--- config.mk ---
export PLATFORM = sky130hd
export DESIGN_NAME = writeback_top
export DESIGN_NICKNAME = d
export VERILOG_FILES = /design/src/design/wb_pkg.sv /design/src/design/wb_ifs.sv /design/src/design/commit_router.sv /design/src/design/gpr_file.sv /design/src/design/mem_write_port.sv /design/src/design/result_intake.sv /design/src/design/writeback_top.sv
export SDC_FILE = /design/constraint.sdc
export NUM_CORES = 1
export LEC_CHECK = 0
export BUFFER_PORTS_ARGS = -buffer_cell sky130_fd_sc_hd__buf_2
export CAP_MARGIN = 10
export CELL_PAD_IN_SITES_DETAIL_PLACEMENT = 0
export CELL_PAD_IN_SITES_GLOBAL_PLACEMENT = 1
export CORE_MARGIN = 8
export CORE_UTILIZATION = 30
export DETAILED_ROUTE_END_ITERATION = 7
export GPL_TIMING_DRIVEN = 0
export PLACE_DENSITY_LB_ADDON = 0.1
export RECOVER_POWER = 25
export SYNTH_ARGS = -nofsm -noshare
export SYNTH_HDL_FRONTEND = slang
export SYNTH_SLANG_ARGS = --single-unit
--- constraint.sdc ---
create_clock -name clk -period 16.1 [get_ports clk]
set_clock_uncertainty 0.2 [all_clocks]
set_input_delay 1.61 -clock clk [delete_from_list [all_inputs] [get_ports clk]]
set_output_delay 1.61 -clock clk [all_outputs]
set_load 0.05 [all_outputs]
--- src/design/wb_pkg.sv ---
package wb_pkg;

   // datapath widths
   localparam int DATA_W   = 32;
   localparam int RESULT_W = 64;
   localparam int ADDR_W   = 32;

   // eax, ecx, edx, ebx, esp, ebp, esi, edi
   localparam int NUM_REGS = 8;
   localparam int REG_NUM_W = $clog2(NUM_REGS);

   typedef logic [REG_NUM_W-1:0] reg_num_t;
   typedef logic [DATA_W-1:0]    gpr_data_t;

   // low half is the first result, high half the exchange partner
   typedef logic [RESULT_W-1:0]  result_t;
   typedef logic [ADDR_W-1:0]    mem_addr_t;

   // operand size as it reaches writeback
   typedef enum logic [1:0] {
      size_byte  = 2'd0,
      size_word  = 2'd1,
      size_dword = 2'd2
   } op_size_t;

   typedef logic [3:0] alu_op_t;

   // exchange needs a second register or memory write
   localparam alu_op_t ALU_XCHG = 4'd14;

endpackage

--- src/design/wb_ifs.sv ---
`timescale 1ns/1ps

// held execute result, intake to router
interface commit_if import wb_pkg::*; ();
   logic      valid;
   logic      ready;
   reg_num_t  dest_reg;
   mem_addr_t dest_address;
   result_t   result;
   op_size_t  opsize;
   alu_op_t   alu_op;
   logic      op_a_is_reg;
   logic      op_a_is_address;
   reg_num_t  op_b_reg;
   mem_addr_t op_b_address;
   logic      op_b_is_reg;
   logic      op_b_is_address;

   modport source (
      output valid, dest_reg, dest_address, result, opsize, alu_op,
      output op_a_is_reg, op_a_is_address, op_b_reg, op_b_address,
      output op_b_is_reg, op_b_is_address,
      input  ready
   );

   modport sink (
      input  valid, dest_reg, dest_address, result, opsize, alu_op,
      input  op_a_is_reg, op_a_is_address, op_b_reg, op_b_address,
      input  op_b_is_reg, op_b_is_address,
      output ready
   );
endinterface

// register file writes, no handshake
interface reg_write_if import wb_pkg::*; ();
   logic      en;
   reg_num_t  reg_num;
   op_size_t  size;
   gpr_data_t data;
   logic      en_2;
   reg_num_t  reg_num_2;
   gpr_data_t data_2;

   modport source (output en, reg_num, size, data, en_2, reg_num_2, data_2);
   modport sink (input en, reg_num, size, data, en_2, reg_num_2, data_2);
endinterface

// memory write requests, router to port
interface mem_write_if import wb_pkg::*; ();
   logic      valid;
   logic      ready;
   mem_addr_t address;
   result_t   data;
   op_size_t  size;

   modport source (output valid, address, data, size, input ready);
   modport sink (input valid, address, data, size, output ready);
endinterface

--- src/design/commit_router.sv ---
`timescale 1ns/1ps

module commit_router import wb_pkg::*; (
   input  logic      clk,
   input  logic      rst,
   commit_if.sink    held,
   input  logic      dec_wb_valid,
   input  reg_num_t  dec_wb_reg,
   input  gpr_data_t dec_wb_data,
   input  op_size_t  dec_wb_size,
   reg_write_if.source regs,
   mem_write_if.source mem
);

   logic is_xchg;
   logic same_reg;
   logic use_port2;
   logic xchg_mem;
   logic needs_mem;
   logic dec_ok;
   logic mem_ok;
   logic retire;

   assign is_xchg = (held.alu_op == ALU_XCHG);

   // xchg of a register with itself writes only the low half
   assign same_reg  = held.op_a_is_reg && (held.op_b_reg == held.dest_reg);
   assign use_port2 = is_xchg && held.op_b_is_reg && !same_reg;

   // memory second operand takes the partner value
   assign xchg_mem  = is_xchg && held.op_b_is_address;
   assign needs_mem = held.op_a_is_address || xchg_mem;

   // decode owns port 1 this cycle
   // hold off too when decode hits the port 2 register
   assign dec_ok = !dec_wb_valid
                   || (!held.op_a_is_reg && !(use_port2 && dec_wb_reg == held.op_b_reg));
   assign mem_ok = !needs_mem || mem.ready;

   assign held.ready = dec_ok && mem_ok;
   assign retire     = held.valid && held.ready;

   // decode wins port 1
   always_comb begin
      if (dec_wb_valid) begin
         regs.en      = 1'b1;
         regs.reg_num = dec_wb_reg;
         regs.size    = dec_wb_size;
         regs.data    = dec_wb_data;
      end else begin
         regs.en      = retire && held.op_a_is_reg;
         regs.reg_num = held.dest_reg;
         regs.size    = held.opsize;
         regs.data    = held.result[DATA_W-1:0];
      end
   end

   // port 2 carries the exchange partner
   assign regs.en_2      = retire && use_port2;
   assign regs.reg_num_2 = held.op_b_reg;
   assign regs.data_2    = held.result[RESULT_W-1:DATA_W];

   assign mem.valid   = retire && needs_mem;
   assign mem.address = xchg_mem ? held.op_b_address : held.dest_address;
   assign mem.data    = xchg_mem ? {{(RESULT_W-DATA_W){1'b0}}, held.result[RESULT_W-1:DATA_W]}
                                 : held.result;
   assign mem.size    = held.opsize;

   // an accepted request must leave the port occupied
   a_mem_handoff: assert property (@(posedge clk) disable iff (rst)
      mem.valid |=> !mem.ready);

endmodule

--- src/design/gpr_file.sv ---
`timescale 1ns/1ps

module gpr_file import wb_pkg::*; (
   input  logic      clk,
   input  logic      rst,
   reg_write_if.sink regs,
   input  reg_num_t  rd_reg_a,
   output gpr_data_t rd_data_a,
   input  reg_num_t  rd_reg_b,
   output gpr_data_t rd_data_b
);

   gpr_data_t gpr_q [NUM_REGS];
   gpr_data_t merged;

   // sized write keeps the untouched upper bits
   always_comb begin
      merged = gpr_q[regs.reg_num];
      case (regs.size)
         size_byte: begin
            merged[7:0] = regs.data[7:0];
         end
         size_word: begin
            merged[15:0] = regs.data[15:0];
         end
         default: begin
            merged = regs.data;
         end
      endcase
   end

   always_ff @(posedge clk) begin
      if (rst) begin
         for (int i = 0; i < NUM_REGS; i++) begin
            gpr_q[i] <= '0;
         end
      end else begin
         if (regs.en) begin
            gpr_q[regs.reg_num] <= merged;
         end
         // exchange partner, always full width
         if (regs.en_2) begin
            gpr_q[regs.reg_num_2] <= regs.data_2;
         end
      end
   end

   // combinational reads
   assign rd_data_a = gpr_q[rd_reg_a];
   assign rd_data_b = gpr_q[rd_reg_b];

   // the router keeps the two ports apart
   a_no_dual_target: assert property (@(posedge clk) disable iff (rst)
      !(regs.en && regs.en_2 && regs.reg_num == regs.reg_num_2));

endmodule

--- src/design/mem_write_port.sv ---
`timescale 1ns/1ps

module mem_write_port import wb_pkg::*; (
   input  logic      clk,
   input  logic      rst,
   mem_write_if.sink mem,
   output logic      wmem_valid,
   input  logic      wmem_ready,
   output mem_addr_t wmem_address,
   output result_t   wmem_wr_data,
   output op_size_t  wmem_wr_size
);

   logic full;

   // takes a new request only when empty
   assign mem.ready = !full;

   always_ff @(posedge clk) begin
      if (rst) begin
         full <= 1'b0;
      end else if (mem.valid && mem.ready) begin
         full <= 1'b1;
      end else if (wmem_ready) begin
         full <= 1'b0;
      end
   end

   always_ff @(posedge clk) begin
      if (mem.valid && mem.ready) begin
         wmem_address <= mem.address;
         wmem_wr_data <= mem.data;
         wmem_wr_size <= mem.size;
      end
   end

   assign wmem_valid = full;

   a_wmem_stable: assert property (@(posedge clk) disable iff (rst)
      wmem_valid && !wmem_ready |=> wmem_valid && $stable(wmem_address)
         && $stable(wmem_wr_data) && $stable(wmem_wr_size));

endmodule

--- src/design/result_intake.sv ---
`timescale 1ns/1ps

module result_intake import wb_pkg::*; (
   input  logic      clk,
   input  logic      rst,
   input  logic      ex_valid,
   output logic      ex_ready,
   input  reg_num_t  ex_dest_reg,
   input  mem_addr_t ex_dest_address,
   input  result_t   ex_result,
   input  op_size_t  ex_opsize,
   input  alu_op_t   ex_alu_op,
   input  logic      ex_op_a_is_reg,
   input  logic      ex_op_a_is_address,
   input  reg_num_t  ex_op_b_reg,
   input  mem_addr_t ex_op_b_address,
   input  logic      ex_op_b_is_reg,
   input  logic      ex_op_b_is_address,
   commit_if.source  held
);

   logic full;
   logic load;

   // slot frees in the same cycle it drains
   assign ex_ready = !full || held.ready;
   assign load     = ex_valid && ex_ready;

   always_ff @(posedge clk) begin
      if (rst) begin
         full <= 1'b0;
      end else if (load) begin
         full <= 1'b1;
      end else if (held.ready) begin
         full <= 1'b0;
      end
   end

   always_ff @(posedge clk) begin
      if (load) begin
         held.dest_reg        <= ex_dest_reg;
         held.dest_address    <= ex_dest_address;
         held.result          <= ex_result;
         held.opsize          <= ex_opsize;
         held.alu_op          <= ex_alu_op;
         held.op_a_is_reg     <= ex_op_a_is_reg;
         held.op_a_is_address <= ex_op_a_is_address;
         held.op_b_reg        <= ex_op_b_reg;
         held.op_b_address    <= ex_op_b_address;
         held.op_b_is_reg     <= ex_op_b_is_reg;
         held.op_b_is_address <= ex_op_b_is_address;
      end
   end

   assign held.valid = full;

   // router may stall for several cycles, entry must not move meanwhile
   a_held_stable: assert property (@(posedge clk) disable iff (rst)
      held.valid && !held.ready |=> held.valid && $stable(held.result)
         && $stable(held.dest_reg) && $stable(held.dest_address)
         && $stable(held.opsize) && $stable(held.alu_op)
         && $stable(held.op_b_reg) && $stable(held.op_b_address));

endmodule

--- src/design/writeback_top.sv ---
`timescale 1ns/1ps

module writeback_top import wb_pkg::*; (
   input  logic      clk,
   input  logic      rst,

   // execute results
   input  logic      ex_valid,
   output logic      ex_ready,
   input  reg_num_t  ex_dest_reg,
   input  mem_addr_t ex_dest_address,
   input  result_t   ex_result,
   input  op_size_t  ex_opsize,
   input  alu_op_t   ex_alu_op,
   input  logic      ex_op_a_is_reg,
   input  logic      ex_op_a_is_address,
   input  reg_num_t  ex_op_b_reg,
   input  mem_addr_t ex_op_b_address,
   input  logic      ex_op_b_is_reg,
   input  logic      ex_op_b_is_address,

   // direct register write from decode
   input  logic      dec_wb_valid,
   input  reg_num_t  dec_wb_reg,
   input  gpr_data_t dec_wb_data,
   input  op_size_t  dec_wb_size,

   // operand read
   input  reg_num_t  rd_reg_a,
   output gpr_data_t rd_data_a,
   input  reg_num_t  rd_reg_b,
   output gpr_data_t rd_data_b,

   // data memory write port
   output logic      wmem_valid,
   input  logic      wmem_ready,
   output mem_addr_t wmem_address,
   output result_t   wmem_wr_data,
   output op_size_t  wmem_wr_size,

   output logic      busy
);

   commit_if    held_if ();
   reg_write_if regs_if ();
   mem_write_if mem_if ();

   result_intake result_intake_i (
      .clk                (clk),
      .rst                (rst),
      .ex_valid           (ex_valid),
      .ex_ready           (ex_ready),
      .ex_dest_reg        (ex_dest_reg),
      .ex_dest_address    (ex_dest_address),
      .ex_result          (ex_result),
      .ex_opsize          (ex_opsize),
      .ex_alu_op          (ex_alu_op),
      .ex_op_a_is_reg     (ex_op_a_is_reg),
      .ex_op_a_is_address (ex_op_a_is_address),
      .ex_op_b_reg        (ex_op_b_reg),
      .ex_op_b_address    (ex_op_b_address),
      .ex_op_b_is_reg     (ex_op_b_is_reg),
      .ex_op_b_is_address (ex_op_b_is_address),
      .held               (held_if.source)
   );

   commit_router commit_router_i (
      .clk          (clk),
      .rst          (rst),
      .held         (held_if.sink),
      .dec_wb_valid (dec_wb_valid),
      .dec_wb_reg   (dec_wb_reg),
      .dec_wb_data  (dec_wb_data),
      .dec_wb_size  (dec_wb_size),
      .regs         (regs_if.source),
      .mem          (mem_if.source)
   );

   gpr_file gpr_file_i (
      .clk       (clk),
      .rst       (rst),
      .regs      (regs_if.sink),
      .rd_reg_a  (rd_reg_a),
      .rd_data_a (rd_data_a),
      .rd_reg_b  (rd_reg_b),
      .rd_data_b (rd_data_b)
   );

   mem_write_port mem_write_port_i (
      .clk          (clk),
      .rst          (rst),
      .mem          (mem_if.sink),
      .wmem_valid   (wmem_valid),
      .wmem_ready   (wmem_ready),
      .wmem_address (wmem_address),
      .wmem_wr_data (wmem_wr_data),
      .wmem_wr_size (wmem_wr_size)
   );

   // result waiting in the slot or write still pending
   assign busy = held_if.valid || wmem_valid;

endmodule

; Word level (Yosys, flattened, before mapping)
; Memory sizes are Yosys's and may differ from the RTL's.
; Cells that the tools add are included.
[word_totals]
in_bits = 192
mem_bits_rw = 256
memories = 1
wordCells = 83
regBits = 244
[mem_list]
columns = memory, depth, width, read_ports, rd_clocked_by_memory_dff, wr, line
row1 = gpr_file_i.gpr_q, 8, 32, 2, 0, 8, gpr_file.sv:13  ; gpr_data_t gpr_q [NUM_REGS];
[op_classes]
reduce_logical = 33
mux = 26
eq_ne = 6
[op_table]
columns = op, count
row1 = $mux W32, 5
row2 = $reduce_or A32 Y1, 2
row3 = $mux W16, 1
row4 = $mux W1, 14
row5 = $logic_and A1 B1 Y1, 13
row6 = $mux W3, 4
row7 = $mux W8, 1
row8 = $logic_not A1 Y1, 7
row9 = $eq A3 B3 Y1, 2
row10 = $logic_or A1 B1 Y1, 5
row11 = $eq A4 B4 Y1 const B, 1
row12 = $reduce_and A2 Y1, 2
row13 = $reduce_bool A2 Y1, 2
row14 = $eq A2 B1 Y1 const B, 1
row15 = $logic_not A2 Y1, 1
row16 = $mux W2, 1
row17 = $ne A1 B1 Y1 const B, 2
row18 = $reduce_or A2 Y1, 1

; Longest topological paths before layout
[logic_depth]
depth_word = 18
depth_mapped = 9

; Cells and area by module
; Synthesis repeated with hierarchy kept, for this count alone.
[hier_totals]
hier_cells = 1969
area_unflattened_um2 = 25783.5
[modules_own_cells]
columns = module, cells_per_inst, instances, area_per_inst_um2
row1 = gpr_file, 1377, 1, 16499.6
row2 = result_intake, 149, 1, 4379.2
row3 = mem_write_port, 103, 1, 2986.6
row4 = commit_router, 339, 1, 1911.8
row5 = writeback_top, 1, 1, 6.3

; Worst setup path before layout
; No wires, ideal clock.
[synth_path]
path_kind = input -> register
startpoint = input port dec_wb_valid
endpoint = register mem_write_port_i.full, in the netlist mem_write_port_i.wmem_valid
slack_ns = 3.098
path_stages = 6
t_arrival_ns = 12.708
setup_time_ns = 0.094
path_cell_list = buf_2 a22o_1 a31oi_1 inv_1 nor4_1 a22o_1
[synth_between]
elab_chain_len = 7
word_cells_on_any_way = 8
classes_between = 1 x mux / 7 x reduce/logical
[synth_rtl]
columns = element, line
row1 = "start, declared", writeback_top.sv:23  ; input logic dec_wb_valid,
row2 = $logic_not A1 Y1 *, commit_router.sv:36  ; assign dec_ok = !dec_wb_valid
row3 = $logic_or A1 B1 Y1 *, commit_router.sv:37  ; || (!held.op_a_is_reg && !(use_port2 && dec_wb_reg == held.op_b_reg));
row4 = $logic_and A1 B1 Y1 *, commit_router.sv:40  ; assign held.ready = dec_ok && mem_ok;
row5 = $logic_and A1 B1 Y1 *, commit_router.sv:41  ; assign retire = held.valid && held.ready;
row6 = $logic_and A1 B1 Y1 *, commit_router.sv:63  ; assign mem.valid = retire && needs_mem;
row7 = $logic_and A1 B1 Y1 *, mem_write_port.sv:22  ; end else if (mem.valid && mem.ready) begin
row8 = $mux W1 / $reduce_bool A2 Y1 (equally long branches), -
row9 = "end signal, assigned", mem_write_port.sv:21  ; full <= 1'b0;
row10 = "end signal, assigned", mem_write_port.sv:23  ; full <= 1'b1;
row11 = "end signal, assigned", mem_write_port.sv:25  ; full <= 1'b0;
row12 = "end, declared", mem_write_port.sv:14  ; logic full;
; Mark *: on every way between the ends. The rest lies on a longest branch, timed or not.
; A chain may end at the register's enable or synchronous reset.

; Worst setup path in the final report
[layout_path]
startpoint = input port rd_reg_a[1]
endpoint = output port rd_data_a[0]
[layout_between]
elab_chain_len = 1
[layout_rtl]
columns = element, line
row1 = "start, declared", writeback_top.sv:29  ; input reg_num_t rd_reg_a,
row2 = $mem_v2 Z8 W32, -
row3 = "end, declared", writeback_top.sv:30  ; output gpr_data_t rd_data_a,
; Every way passes these cells.

==> impl_metrics.ini <==
[sta]
final-setup-viol-count = 0
rsz0062_at_grt = false
finalCriticalPeriod_ns = 5.95
whs_ns = 0.274
fin_crit_sh_pct = 37.0
fmax_ghz = 0.168
worst_pin_slew_ns = 1.23
hold_viol_final = 0
finalMaxSlewViolations = 0
slew_headroom_pct = 17.5
setup_slack_ns = 10.15

[global_route]
antenna_found_initial = 33
grt-ovfl-total = 0
grt_start_max_net_pins = 66
track_usage_pct = 19.7
grt_pass1_wl_mm = 126
grt_pass1_vias = 17000

[worst_setup_path]
reg2reg_slack_ns = 12.20
end_kind = output pin
crit_chain = clkbuf_1, clkbuf_1, mux4_2, mux2_2, buf_2
critPathLaunchType = primary input
critical_path_required_ns = 14.29
critPathMaxFanout = 10
slowest_delay_ns = 0.83
cp.arrival_ns = 4.14
worstSetupPathType = primary input to output pin
crit_path_top_delay_cell = clkbuf_1
worst_path_most_repeated_cell = clkbuf_1

[cts]
cts_tree = done
hold_buffers = 0
cts_buffers = 56
root_buffer = clkbuf_16
cts.sink_count = 500
htreeDepth = 2
clk_pin_slew_ns = 0.06
clock_latency_ns = 0.61
cts_resized = 0
cts_buffer_depth = 3
post-cts-setup-buffer-count = 0

[drt]
dr.pass1.iters = 6
drtIter0Drc = 1468
via_per_inst = 5.32
drc = 0
vias = 16500
antenna_left = 0
wirelength_mm = 90.5
drt-wirelength-per-cell_um = 29.2

[yosys]
synth_xor_area_share_pct = 0.221
ys_top_cells_by_count = edfxtp_1 (498), nand2_1 (198), mux2_2 (160)
syn-num-nets = 1741
synth_cell_type_count = 47
synth_compound_area_share_pct = 8.41
yosysSeqAreaShare_pct = 63.1
yosys.area_share.simple_pct = 5.76
yosys_warnings = 0
post-synth-top-area-fraction_pct = 62.9
synth_edf_count = 498
avgSynthCellArea_um2 = 15.3
yosys.area.top_type = edfxtp_1
syn_area_mm2 = 0.0238
synth_top_flop_cell = edfxtp_1
synth_top_family_by_area = multiplexers
netlist_instances = 1549
synth_mux_area_share_pct = 19.7
ys_ff_latch = 500
ys_async_sr_fraction_pct = 0
synth.most_common_cell = edfxtp_1
yosys-top-cells-area = edfxtp_1 (63%), mux4_2 (12%), mux2_2 (7.6%)
synthAdderAreaFrac_pct = 0

[power_and_ir_drop]
seq_power_share_pct = 47.2
leakage_nw = 9.95
pwr-share-comb_pct = 13.4
worst_ir_drop_vdd_mv = 0.0716
swShare_pct = 26.3
clkPwrFrac_pct = 39.4
p_int_w = 0.00242
switchingPower_w = 0.000861
power.density_mw_per_mm2 = 113

[finish]
final_cells = 3097
layout.nets = 2182
area_growth_pct = 22.4
layout-drive-gt1-share_pct = 38.5
largest_reg_flops = 256
largest-register = gpr_file_i.gpr_q
n_fill_cell = 7576
multi_input_area_mm2 = 0.00814
reg_top3 = gpr_file_i.gpr_q (256), mem_write_port_i.wmem_wr_data (64), result_intake_i.held.result (64)
regArea_mm2 = 0.0150

[job]
drv_cap = 0

[placed_design]
place_congestion = 0.817
hpwl_mm = 68.5
placedCellCount = 2982
place_ws_ns = 10.11
portBuffers = 348

[floorplanning]
die_width_um = 297
core_area_mm2 = 0.0787
io-pin-count = 357
start_util_pct = 30.2
num_rows = 103
die_h_um = 297
dieArea_mm2 = 0.0885

[status]
outcome = finished, final reports clean

[hold_path]
hp-class = register to register
-- layout make-up --
type / count / share of cell area (%)
Sequential cell: 500 / 51.5
Tap cell: 1050 / 4.52
Clock inverter: 34 / 1.21
Antenna cell: 14 / 0.120
Timing Repair Buffer: 383 / 7.33
Clock buffer: 67 / 5.03
Multi-Input combinational cell: 909 / 28.0
Buffer: 134 / 2.17
Inverter: 6 / 0.0774
-- critical path, delay by kind of cell --
family / cells / cell delay (ns)
mux: 2 / 0.78
buf+inv: 3 / 1.73
-- cell families (layout without fill, tap and decap cells) --
| logic type | Yosys count | count (layout) |
|---|---|---|
| AO/OA/AOI/OAI | 324 | 324 |
| AND/OR/NAND/NOR | 291 | 291 |
| XOR/XNOR | 6 | 6 |
| multiplexers | 288 | 288 |
| flip-flops | 500 | 500 |
| other | 0 | 14 |
| buffers and inverters | 140 | 624 |
-- per-layer routing --
| metal | wire length, µm | GRT usage [%] | share of wire [%] |
|---|---|---|---|
| met1 | 37300 | 25.3 | 41 |
| met2 | 42200 | 31.7 | 47 |
| met3 | 8380 | 6.34 | 9.3 |
| met4 | 2480 | 5.54 | 2.7 |
| met5 | 221 | 0 | 0.24 |
-- power by group through the flow --
stage	registers [W]	logic, W	clock network, W
5_1_grt	0.00156	0.000461	0.00136
3_3_place_gp	0.00158	0.000427	0
2_1_floorplan	0.00159	0.000260	0
4_1_cts	0.00155	0.000446	0.00132
6_report	0.00155	0.000439	0.00129
3_5_place_dp	0.00157	0.000445	0
-- metrics by stage --
| step | TNS (ns) | total power [W] | cell area (µm²) | util, % |
|---|---|---|---|---|
| 6_report | 0 | 0.00328 | 29100 | 36.9 |
| 5_1_grt | 0 | 0.00338 | 29100 | 36.9 |
| 4_1_cts | 0 | 0.00331 | 29100 | 37.0 |
| 3_5_place_dp | 0 | 0.00202 | 27300 | 34.7 |
| 3_3_place_gp | -434.40 | 0.00201 | 26800 | 34.1 |
| 2_1_floorplan | 0 | 0.00185 | 23800 | - |
-- placed cells by master, fill, tap and decap left out, types with 7 or more instances in the layout --
cell type	instances
edfxtp_1	498
buf_2	330
nand2_1	198
mux2_2	159
clkbuf_1	140
o22ai_1	137
mux4_2	128
o21ai_0	109
clkbuf_16	57
buf_4	22
o21ai_1	21
a21oi_1	19
buf_6	17
and2_1	17
and3_1	16
and2_0	15
diode_2	14
nand3_1	11
clkinv_1	11
clkinv_2	9
a21oi_4	8
buf_1	8
o21ai_2	8
o211ai_1	8
bufinv_16	7
buf_16	7
-- final timing paths --
check / cells after the start / endpoint / start
setup / recovery: 5 / rd_data_a[0] / rd_reg_a[1]
hold / removal: 0 / mem_write_port_i.wmem_wr_size[0] / result_intake_i.held.opsize[0]
setup reg to reg: 6 / gpr_file_i.gpr_q[1][4] / result_intake_i.held.alu_op[3]
hold reg to reg: 0 / mem_write_port_i.wmem_wr_size[0] / result_intake_i.held.opsize[0]
(Power assumes the default switching activity.)
